## src/include/ifu_dec_defines.svh

```systemverilog
`ifndef IFU_DEC_DEFINES_SVH
`define IFU_DEC_DEFINES_SVH

// widths
`define GRLEN      32
`define REG_IDX_W  5
`define EXCCODE_W  6
`define ALU_OP_W   4
`define LSU_OP_W   2
`define BRU_OP_W   3

////////////////////////////////////////////////////////////
// opcode match values, bits above the register fields
////////////////////////////////////////////////////////////

// inst[31:15]
`define OPC_ADD_W      17'h00020
`define OPC_SUB_W      17'h00022
`define OPC_SLT        17'h00024
`define OPC_AND        17'h00029
`define OPC_OR         17'h0002a
`define OPC_XOR        17'h0002b
`define OPC_BREAK      17'h00054
`define OPC_SYSCALL    17'h00056

// inst[31:22]
`define OPC_SLTI       10'h008
`define OPC_ADDI_W     10'h00a
`define OPC_ANDI       10'h00d
`define OPC_ORI        10'h00e
`define OPC_XORI       10'h00f
`define OPC_LD_B       10'h0a0
`define OPC_LD_W       10'h0a2
`define OPC_ST_B       10'h0a4
`define OPC_ST_W       10'h0a6

// inst[31:25]
`define OPC_LU12I_W    7'h0a
`define OPC_PCADDU12I  7'h0e

// inst[31:26]
`define OPC_JIRL       6'h13
`define OPC_B          6'h14
`define OPC_BL         6'h15
`define OPC_BEQ        6'h16
`define OPC_BNE        6'h17
`define OPC_BLT        6'h18

////////////////////////////////////////////////////////////
// operation codes
////////////////////////////////////////////////////////////

`define ALU_OP_ADD   4'd0
`define ALU_OP_SUB   4'd1
`define ALU_OP_SLT   4'd2
`define ALU_OP_AND   4'd3
`define ALU_OP_OR    4'd4
`define ALU_OP_XOR   4'd5
`define ALU_OP_LUI   4'd6

`define LSU_OP_LDB   2'd0
`define LSU_OP_LDW   2'd1
`define LSU_OP_STB   2'd2
`define LSU_OP_STW   2'd3

`define BRU_OP_BEQ   3'd0
`define BRU_OP_BNE   3'd1
`define BRU_OP_BLT   3'd2
`define BRU_OP_B     3'd3
`define BRU_OP_BL    3'd4
`define BRU_OP_JIRL  3'd5

// unit class
`define UNIT_NONE    2'd0
`define UNIT_ALU     2'd1
`define UNIT_LSU     2'd2
`define UNIT_BRU     2'd3

// immediate form for the alu b operand
`define IMM_SI12     2'd0
`define IMM_UI12     2'd1
`define IMM_SI20     2'd2
`define IMM_NONE     2'd3

// exception codes
`define EXC_SYS      6'h0b
`define EXC_BRK      6'h0c
`define EXC_INE      6'h0d

`endif
```

## src/ifu_dec_pkg.sv

```systemverilog
package ifu_dec_pkg;

`include "ifu_dec_defines.svh"

   ////////////////////////////////////////////////////////////
   // plain vector types
   ////////////////////////////////////////////////////////////

   typedef logic [`GRLEN-1:0]     gr_t;
   typedef logic [`REG_IDX_W-1:0] reg_idx_t;
   typedef logic [31:0]           inst_t;
   typedef logic [`EXCCODE_W-1:0] exccode_t;

   typedef logic [`ALU_OP_W-1:0]  alu_op_t;
   typedef logic [`LSU_OP_W-1:0]  lsu_op_t;
   typedef logic [`BRU_OP_W-1:0]  bru_op_t;

   // UNIT_* and IMM_* values
   typedef logic [1:0]            unit_t;
   typedef logic [1:0]            imm_kind_t;

   ////////////////////////////////////////////////////////////
   // bundles
   ////////////////////////////////////////////////////////////

   // classifier result
   typedef struct packed {
      unit_t     unit;
      alu_op_t   alu_op;
      lsu_op_t   lsu_op;
      bru_op_t   bru_op;
      imm_kind_t imm_kind;
      logic      rd_as_rs2;
      logic      reg_write;
      logic      a_is_pc;
      logic      a_is_zero;
      logic      link_r1;
      logic      is_syscall;
      logic      is_break;
      logic      is_ine;
   } dec_op_t;

   // every immediate form, formed in parallel
   typedef struct packed {
      gr_t si12;
      gr_t ui12;
      gr_t si20;
      gr_t offs16;
      gr_t offs26;
   } imm_set_t;

   typedef struct packed {
      logic     wen;
      alu_op_t  op;
      gr_t      a;
      gr_t      b;
      logic     b_is_imm;
      reg_idx_t target;
   } alu_issue_t;

   typedef struct packed {
      logic     valid;
      lsu_op_t  op;
      logic     wen;
      reg_idx_t rd;
      gr_t      imm;
   } lsu_issue_t;

   typedef struct packed {
      logic    valid;
      bru_op_t op;
      gr_t     offset;
   } bru_issue_t;

   typedef struct packed {
      logic     flag;
      exccode_t exccode;
   } exc_issue_t;

endpackage

```

## src/ifu_dec_top.sv

```systemverilog
`timescale 1ns/100ps

module ifu_dec_top import ifu_dec_pkg::*; (
   input  logic       clk,
   input  logic       reset,
   input  inst_t      inst,
   input  gr_t        pc,
   input  logic       inst_vld,
   input  gr_t        rs1_data,
   input  gr_t        rs2_data,
   output reg_idx_t   rs1,
   output reg_idx_t   rs2,
   output alu_issue_t alu_issue,
   output lsu_issue_t lsu_issue,
   output bru_issue_t bru_issue,
   output exc_issue_t exc
);

   dec_op_t  op;
   imm_set_t imm;

   // classifier and immediate forms work side by side on the raw word
   ifu_op_classify u_classify (
      .inst (inst),
      .op   (op)
   );

   ifu_imm_gen u_imm_gen (
      .inst (inst),
      .imm  (imm)
   );

   ifu_issue_stage u_issue (
      .clk       (clk),
      .reset     (reset),
      .inst      (inst),
      .pc        (pc),
      .inst_vld  (inst_vld),
      .op        (op),
      .imm       (imm),
      .rs1_data  (rs1_data),
      .rs2_data  (rs2_data),
      .rs1       (rs1),
      .rs2       (rs2),
      .alu_issue (alu_issue),
      .lsu_issue (lsu_issue),
      .bru_issue (bru_issue),
      .exc       (exc)
   );

endmodule

```

## src/ifu_issue_stage.sv

```systemverilog
`timescale 1ns/100ps

`include "ifu_dec_defines.svh"

module ifu_issue_stage import ifu_dec_pkg::*; (
   input  logic       clk,
   input  logic       reset,
   input  inst_t      inst,
   input  gr_t        pc,
   input  logic       inst_vld,
   input  dec_op_t    op,
   input  imm_set_t   imm,
   input  gr_t        rs1_data,
   input  gr_t        rs2_data,
   output reg_idx_t   rs1,
   output reg_idx_t   rs2,
   output alu_issue_t alu_issue,
   output lsu_issue_t lsu_issue,
   output bru_issue_t bru_issue,
   output exc_issue_t exc
);

   logic       exc_d;
   logic       alu_disp;
   logic       lsu_disp;
   logic       bru_disp;
   logic       b_is_imm_d;
   exccode_t   exccode_d;
   reg_idx_t   target_d;
   gr_t        imm_sel;
   alu_issue_t alu_d;
   lsu_issue_t lsu_d;
   bru_issue_t bru_d;
   exc_issue_t exc_d_bundle;

   ////////////////////////////////////////////////////////////
   // dispatch
   ////////////////////////////////////////////////////////////

   assign exc_d = op.is_syscall | op.is_break | op.is_ine;

   // no dispatch for an empty slot or a trapping instruction
   assign alu_disp = (op.unit == `UNIT_ALU) & inst_vld & ~exc_d;
   assign lsu_disp = (op.unit == `UNIT_LSU) & inst_vld & ~exc_d;
   assign bru_disp = (op.unit == `UNIT_BRU) & inst_vld & ~exc_d;

   // register file read ports
   assign rs1 = inst[9:5];
   assign rs2 = op.rd_as_rs2 ? inst[4:0] : inst[14:10];

   // bl links through r1
   assign target_d = op.link_r1 ? reg_idx_t'(1) : inst[4:0];

   always_comb begin
      case (op.imm_kind)
         `IMM_UI12: imm_sel = imm.ui12;
         `IMM_SI20: imm_sel = imm.si20;
         default:   imm_sel = imm.si12;
      endcase
   end

   assign b_is_imm_d = (op.imm_kind != `IMM_NONE) & alu_disp;

   assign exccode_d = op.is_syscall ? `EXC_SYS :
                      op.is_break   ? `EXC_BRK :
                      op.is_ine     ? `EXC_INE :
                                      '0;

   ////////////////////////////////////////////////////////////
   // next bundles
   ////////////////////////////////////////////////////////////

   always_comb begin
      alu_d.wen = alu_disp & op.reg_write;
      alu_d.op = op.alu_op;
      alu_d.a = op.a_is_zero ? '0 : (op.a_is_pc ? pc : rs1_data);
      alu_d.b = b_is_imm_d ? imm_sel : rs2_data;
      alu_d.b_is_imm = b_is_imm_d;
      alu_d.target = target_d;

      lsu_d.valid = lsu_disp;
      lsu_d.op = op.lsu_op;
      lsu_d.wen = lsu_disp & op.reg_write;
      lsu_d.rd = inst[4:0];
      lsu_d.imm = imm.si12;

      // b and bl take the 26-bit offset
      bru_d.valid = bru_disp;
      bru_d.op = op.bru_op;
      bru_d.offset = (op.bru_op == `BRU_OP_B || op.bru_op == `BRU_OP_BL) ?
                     imm.offs26 : imm.offs16;

      exc_d_bundle.flag = exc_d & inst_vld;
      exc_d_bundle.exccode = exccode_d;
   end

   // d to e registers, only the control bits are cleared
   always_ff @(posedge clk) begin
      alu_issue <= alu_d;
      lsu_issue <= lsu_d;
      bru_issue <= bru_d;
      exc <= exc_d_bundle;
      if (reset) begin
         alu_issue.wen <= 1'b0;
         lsu_issue.valid <= 1'b0;
         lsu_issue.wen <= 1'b0;
         bru_issue.valid <= 1'b0;
         exc.flag <= 1'b0;
      end
   end

   ////////////////////////////////////////////////////////////
   // checks
   ////////////////////////////////////////////////////////////

   a_one_issue: assert property (@(posedge clk) disable iff (reset)
      $onehot0({alu_issue.wen, lsu_issue.valid, bru_issue.valid}))
      else $error("more than one issue path active");

   // a trap at e never travels with an issue valid
   a_exc_alone: assert property (@(posedge clk) disable iff (reset)
      exc.flag |-> !(alu_issue.wen || lsu_issue.valid || bru_issue.valid))
      else $error("exception issued together with a valid");

endmodule

```

## src/ifu_imm_gen.sv

```systemverilog
`timescale 1ns/100ps

`include "ifu_dec_defines.svh"

module ifu_imm_gen import ifu_dec_pkg::*; (
   input  inst_t    inst,
   output imm_set_t imm
);

   ////////////////////////////////////////////////////////////
   // raw instruction fields
   ////////////////////////////////////////////////////////////

   logic [11:0] i12;
   logic [19:0] i20;
   logic [15:0] offs16_raw;
   logic [25:0] offs26_raw;

   // 2RI12 immediate
   assign i12 = inst[21:10];

   // 1RI20 immediate
   assign i20 = inst[24:5];

   // branch offsets, 26-bit form keeps its high part in inst[9:0]
   assign offs16_raw = inst[25:10];
   assign offs26_raw = {inst[9:0], inst[25:10]};

   ////////////////////////////////////////////////////////////
   // extended forms
   ////////////////////////////////////////////////////////////

   // arithmetic, compare and memory offset
   assign imm.si12 = {{(`GRLEN-12){i12[11]}}, i12};

   // andi / ori / xori
   assign imm.ui12 = {{(`GRLEN-12){1'b0}}, i12};

   // lu12i.w / pcaddu12i, low 12 bits cleared
   assign imm.si20 = {i20, {(`GRLEN-20){1'b0}}};

   // word aligned branch offsets
   assign imm.offs16 = {{(`GRLEN-18){offs16_raw[15]}}, offs16_raw, 2'b00};
   assign imm.offs26 = {{(`GRLEN-28){offs26_raw[25]}}, offs26_raw, 2'b00};

endmodule

```

## src/ifu_op_classify.sv

```systemverilog
`timescale 1ns/100ps

`include "ifu_dec_defines.svh"

module ifu_op_classify import ifu_dec_pkg::*; (
   input  inst_t   inst,
   output dec_op_t op
);

   logic alu_rr;
   logic alu_ri;
   logic lsu_hit;
   logic bru_hit;

   always_comb begin
      op = '0;
      op.unit = `UNIT_NONE;
      op.imm_kind = `IMM_NONE;
      alu_rr = 1'b0;
      alu_ri = 1'b0;
      lsu_hit = 1'b0;
      bru_hit = 1'b0;

      ////////////////////////////////////////////////////////////
      // 3R forms and system calls, inst[31:15]
      ////////////////////////////////////////////////////////////
      case (inst[31:15])
         `OPC_ADD_W:   begin alu_rr = 1'b1; op.alu_op = `ALU_OP_ADD; end
         `OPC_SUB_W:   begin alu_rr = 1'b1; op.alu_op = `ALU_OP_SUB; end
         `OPC_SLT:     begin alu_rr = 1'b1; op.alu_op = `ALU_OP_SLT; end
         `OPC_AND:     begin alu_rr = 1'b1; op.alu_op = `ALU_OP_AND; end
         `OPC_OR:      begin alu_rr = 1'b1; op.alu_op = `ALU_OP_OR;  end
         `OPC_XOR:     begin alu_rr = 1'b1; op.alu_op = `ALU_OP_XOR; end
         `OPC_SYSCALL: op.is_syscall = 1'b1;
         `OPC_BREAK:   op.is_break = 1'b1;
         default: ;
      endcase

      // 2RI12 forms, inst[31:22]
      case (inst[31:22])
         `OPC_ADDI_W: begin
            alu_ri = 1'b1;
            op.alu_op = `ALU_OP_ADD;
            op.imm_kind = `IMM_SI12;
         end
         `OPC_SLTI: begin
            alu_ri = 1'b1;
            op.alu_op = `ALU_OP_SLT;
            op.imm_kind = `IMM_SI12;
         end
         // logical immediates are zero extended
         `OPC_ANDI: begin
            alu_ri = 1'b1;
            op.alu_op = `ALU_OP_AND;
            op.imm_kind = `IMM_UI12;
         end
         `OPC_ORI: begin
            alu_ri = 1'b1;
            op.alu_op = `ALU_OP_OR;
            op.imm_kind = `IMM_UI12;
         end
         `OPC_XORI: begin
            alu_ri = 1'b1;
            op.alu_op = `ALU_OP_XOR;
            op.imm_kind = `IMM_UI12;
         end
         `OPC_LD_B: begin lsu_hit = 1'b1; op.lsu_op = `LSU_OP_LDB; op.reg_write = 1'b1; end
         `OPC_LD_W: begin lsu_hit = 1'b1; op.lsu_op = `LSU_OP_LDW; op.reg_write = 1'b1; end
         // store data comes from the rd field
         `OPC_ST_B: begin lsu_hit = 1'b1; op.lsu_op = `LSU_OP_STB; op.rd_as_rs2 = 1'b1; end
         `OPC_ST_W: begin lsu_hit = 1'b1; op.lsu_op = `LSU_OP_STW; op.rd_as_rs2 = 1'b1; end
         default: ;
      endcase

      // 1RI20 forms, inst[31:25]
      case (inst[31:25])
         `OPC_LU12I_W: begin
            alu_ri = 1'b1;
            op.alu_op = `ALU_OP_LUI;
            op.imm_kind = `IMM_SI20;
            op.a_is_zero = 1'b1;
         end
         `OPC_PCADDU12I: begin
            alu_ri = 1'b1;
            op.alu_op = `ALU_OP_ADD;
            op.imm_kind = `IMM_SI20;
            op.a_is_pc = 1'b1;
         end
         default: ;
      endcase

      // branches, inst[31:26]
      case (inst[31:26])
         `OPC_BEQ:  begin bru_hit = 1'b1; op.bru_op = `BRU_OP_BEQ; op.rd_as_rs2 = 1'b1; end
         `OPC_BNE:  begin bru_hit = 1'b1; op.bru_op = `BRU_OP_BNE; op.rd_as_rs2 = 1'b1; end
         `OPC_BLT:  begin bru_hit = 1'b1; op.bru_op = `BRU_OP_BLT; op.rd_as_rs2 = 1'b1; end
         `OPC_B:    begin bru_hit = 1'b1; op.bru_op = `BRU_OP_B; end
         `OPC_BL: begin
            bru_hit = 1'b1;
            op.bru_op = `BRU_OP_BL;
            op.reg_write = 1'b1;
            op.link_r1 = 1'b1;
         end
         `OPC_JIRL: begin bru_hit = 1'b1; op.bru_op = `BRU_OP_JIRL; op.reg_write = 1'b1; end
         default: ;
      endcase

      if (alu_rr || alu_ri) begin
         op.unit = `UNIT_ALU;
         op.reg_write = 1'b1;
      end
      if (lsu_hit) begin
         op.unit = `UNIT_LSU;
         op.imm_kind = `IMM_SI12;
      end
      if (bru_hit) begin
         op.unit = `UNIT_BRU;
      end

      // nothing matched
      op.is_ine = !(alu_rr || alu_ri || lsu_hit || bru_hit || op.is_syscall || op.is_break);
   end

   // a trapping instruction must never name an issue unit
   always_comb begin
      a_exc_no_unit: assert final (!(op.is_syscall || op.is_break || op.is_ine)
                                   || op.unit == `UNIT_NONE)
         else $error("exception decoded with unit class %0d", op.unit);
   end

endmodule

```

## config.mk

```make
export PLATFORM = sky130hd
export DESIGN_NAME = ifu_dec_top
export DESIGN_NICKNAME = d
export VERILOG_FILES = /design/src/ifu_dec_pkg.sv /design/src/ifu_dec_top.sv /design/src/ifu_issue_stage.sv /design/src/ifu_imm_gen.sv /design/src/ifu_op_classify.sv
export VERILOG_INCLUDE_DIRS = /design/src /design/src/include
export SDC_FILE = /design/constraint.sdc
export NUM_CORES = 1
export LEC_CHECK = 0
export BUFFER_PORTS_ARGS = -buffer_cell sky130_fd_sc_hd__clkbuf_2
export CORE_AREA = 2 2 118 120
export CTS_CLUSTER_SIZE = 24
export DETAILED_ROUTE_END_ITERATION = 10
export DIE_AREA = 0 0 120 122
export MAX_ROUTING_LAYER = met4
export PLACE_DENSITY_LB_ADDON = 0.25
export SYNTH_ARGS = -nofsm -noshare
export SYNTH_HDL_FRONTEND = slang
export SYNTH_SLANG_ARGS = --single-unit
```

## constraint.sdc

```tcl
create_clock -name clk -period 6.62 [get_ports clk]
set_clock_uncertainty 0.05 [all_clocks]
set_input_delay 1.986 -clock clk [delete_from_list [all_inputs] [get_ports clk]]
set_output_delay 1.986 -clock clk [all_outputs]
set_load 0.01 [all_outputs]
```

==> flow_summary_export.csv <==
group,metric,value,unit
outcome,status,"complete, no violations",
sta,hold_viol,0,
synth,synthFlopType,"dfxtp_1",
critical_path,crit_start,"inst[28]",
sta,post-route-period-util,0.851,
final_layout,final_cell_mix,"clkbuf_2, dfxtp_1, a21oi_1",
grt,antenna_found_initial,0,
final_layout,multi_input_area,0.00149,mm2
die,core_area,0.0135,mm2
final_layout,area_delta_synth_final,41.9,%
sta,rsz0062_at_grt,"false",
clock_tree,cts.hold.buffers_added,0,
critical_path,worstPathRequired,4.58,ns
die,dieArea,0.0146,mm2
die,rows,43,
critical_path,start_kind,"primary input",
flow_run,drv_cap,0,
die,ioPinCount,300,
synth,synth_edf_count,0,
pwr,p_leak,3.15,nW
route,wirelength,14.0,mm
final_layout,final_cells,852,
synth,yosysSeqAreaShare,0.539,
pwr,peakVddDrop,0.000190,V
pwr,comb_power_share,0.104,
clock_tree,cts_root_buf,"clkbuf_16",
route,drt_iter0_drc,163,
route,vias,4003,
pwr,seq_power_share,0.403,
clock_tree,cts_sinks,118,
final_layout,final_util,0.460,
min_path,hold_class,"primary input to register",
route,wire_per_inst,16.4,um
route,via_per_inst,4.70,
die,die_h,122,um
clock_tree,cts_buffer_depth,2,
clock_tree,postCtsSetupRepairBufs,0,
die,start_util,0.324,
synth,postSynthCellCount,411,
synth,async_reset_ff_frac,0,
grt,grt_max_degree,35,
sta,slew_headroom,0.441,
final_layout,mostFrequentLayoutCell,"clkbuf_2",
placed_design,port_buffers,294,
synth,netlist_area,0.00438,mm2
sta,worst_pin_slew,0.838,ns
sta,layout_setup_ws,0.989,ns
sta,finalSetupTns,0,ns
min_path,holdPathStages,1,
clock_tree,cts_buffers,17,
sta,max_freq,178,MHz
placed_design,post-dp-hpwl,10.7,mm
placed_design,routabilityCongestion,0.878,
sta,period_minus_slack,5.63,ns
critical_path,endpoint_kind,"primary output",
grt,grt_pass1_wl,19.9,mm
synth,syn_area_per_cell,10.7,um2
pwr,switching_share,0.232,
synth,ys_ff_latch,118,
die,fp.dieW,120,um
clock_tree,cts_resized,0,
placed_design,dp.cells,820,
final_layout,register_area,0.00236,mm2
final_layout,nets,793,
final_layout,diodes,0,
critical_path,arrival,3.59,ns
critical_path,crit_path_max_fanout,10,
pwr,power_switching,0.438,mW
min_path,min-delay-start,"inst[0]",
synth,yosys_warnings,0,
pwr,clock_power_share,0.493,
clock_tree,cts_tree,"built",
critical_path,critPathKind,"primary input to primary output",
clock_tree,htree_levels,4,
clock_tree,clk_pin_slew,0.05,ns
route,drcViolationCount,0,
final_layout,drive_gt1_frac,0.515,
sta,slew_viol_final,0,
route,ant_nets,0,
route,drtPass1Iterations,4,
pwr,cellPowerDensity,303,mW/mm2
sta,setup_viol,0,
min_path,min_to,"u_issue.lsu_issue[32]$_DFF_P_",
placed_design,dp_worst_setup_slack,0.998,ns
grt,grt_usage,0.187,
grt,grt_pass1_vias,3664,
synth,yosys.cell_types.count,52,
final_layout,fillers,1340,
pwr,p_int,1.45,mW
grt,gr-total-overflow,0,
==> state kept, by name (all words and copies together), names as in the netlist <==
register           cells
u_issue.exc            5
u_issue.alu_issue     74
u_issue.bru_issue     19
u_issue.lsu_issue     20
==> power groups by stage <==
| stage | Combinational, mW | Sequential (mW) | Clock, mW |
|---|---|---|---|
| 2_1_floorplan | 0.0853 | 0.793 | 0 |
| 3_3_place_gp | 0.194 | 0.775 | 0 |
| 3_5_place_dp | 0.196 | 0.776 | 0 |
| 4_1_cts | 0.197 | 0.760 | 0.950 |
| 5_1_grt | 0.212 | 0.763 | 0.982 |
| 6_report | 0.195 | 0.760 | 0.931 |
==> final cells by class <==
cell class / count / share of cell area
inverter: 10 / 0.00604
sequential: 118 / 0.380
clock buffer: 20 / 0.0735
timing repair buffer: 297 / 0.240
tap: 180 / 0.0362
clock inverter: 12 / 0.0246
multi-input combinational: 215 / 0.239
==> worst max-delay path by stage <==
stage                  end  slack, ns  cells past startpoint
CTS                 rs2[0]       0.99                      6
finish              rs2[0]       0.99                      6
floorplan           rs2[0]       1.29                      5
global route        rs2[0]       0.90                      6
detailed placement  rs2[0]        1.0                      6
global placement    rs2[0]       1.04                      6
==> synth_stat cells (all sizes together) (2+ instances only) <==
cell / count / area, um2
nor2: 13 / 48.8
and2: 6 / 37.5
ha: 3 / 37.5
mux2: 6 / 86.3
nor4: 2 / 18.8
or3: 4 / 25.0
inv: 10 / 37.5
xnor2: 3 / 26.3
buf: 61 / 468
nand4b: 2 / 17.5
clkbuf: 11 / 41.3
a21o: 10 / 75.1
nand2: 11 / 43.8
o21ai: 4 / 20.0
nor2b: 4 / 25.0
nor3: 6 / 40.0
nor4b: 3 / 41.3
dfxtp: 118 / 2360
a31oi: 4 / 25.0
a21oi: 60 / 300
nand2b: 3 / 18.8
a22o: 44 / 385
or2: 2 / 12.5
nand3: 2 / 10.0
==> layer usage <==
metal | vias up | part of all wire | GRT usage
met2 | 149 | 0.51 | 0.308
li1 | 1900 | - | -
met1 | 1939 | 0.42 | 0.224
met4 | 0 | 0.014 | 0.0618
met3 | 15 | 0.053 | 0.0463
met5 | - | 0 | -
==> critical path, cell delays in order <==
cell,delay [ns]
clkbuf_2,0.18
nor3_1,0.36
a31oi_1,0.14
a311o_2,0.47
mux2_4,0.33
clkbuf_2,0.13
==> kinds of logic (layout without fill, tap and decap cells) <==
| group | count (synthesis) | in the layout | share of synthesized area |
|---|---|---|---|
| AO/OA/AOI/OAI | 132 | 132 | 0.209 |
| multiplexers | 6 | 6 | 0.0197 |
| buffers and inverters | 82 | 339 | 0.125 |
| AND/OR/NAND/NOR | 66 | 66 | 0.0917 |
| XOR/XNOR | 3 | 3 | 0.00600 |
| other | 1 | 5 | 0.000856 |
| adder cells (fa/ha/maj) | 3 | 3 | 0.00857 |
| flip-flops | 118 | 118 | 0.539 |
==> metrics by stage <==
step                hold slack (ns)  area, um2  total power, mW
finish                         1.69       6210             1.89
global route                   1.68       6210             1.96
CTS                            1.67       6210             1.91
detailed placement             2.10       5610            0.972
global placement               2.08       5610            0.969
floorplan                      1.96       4400            0.879
Note: power is estimated with default switching activity, not from simulation.
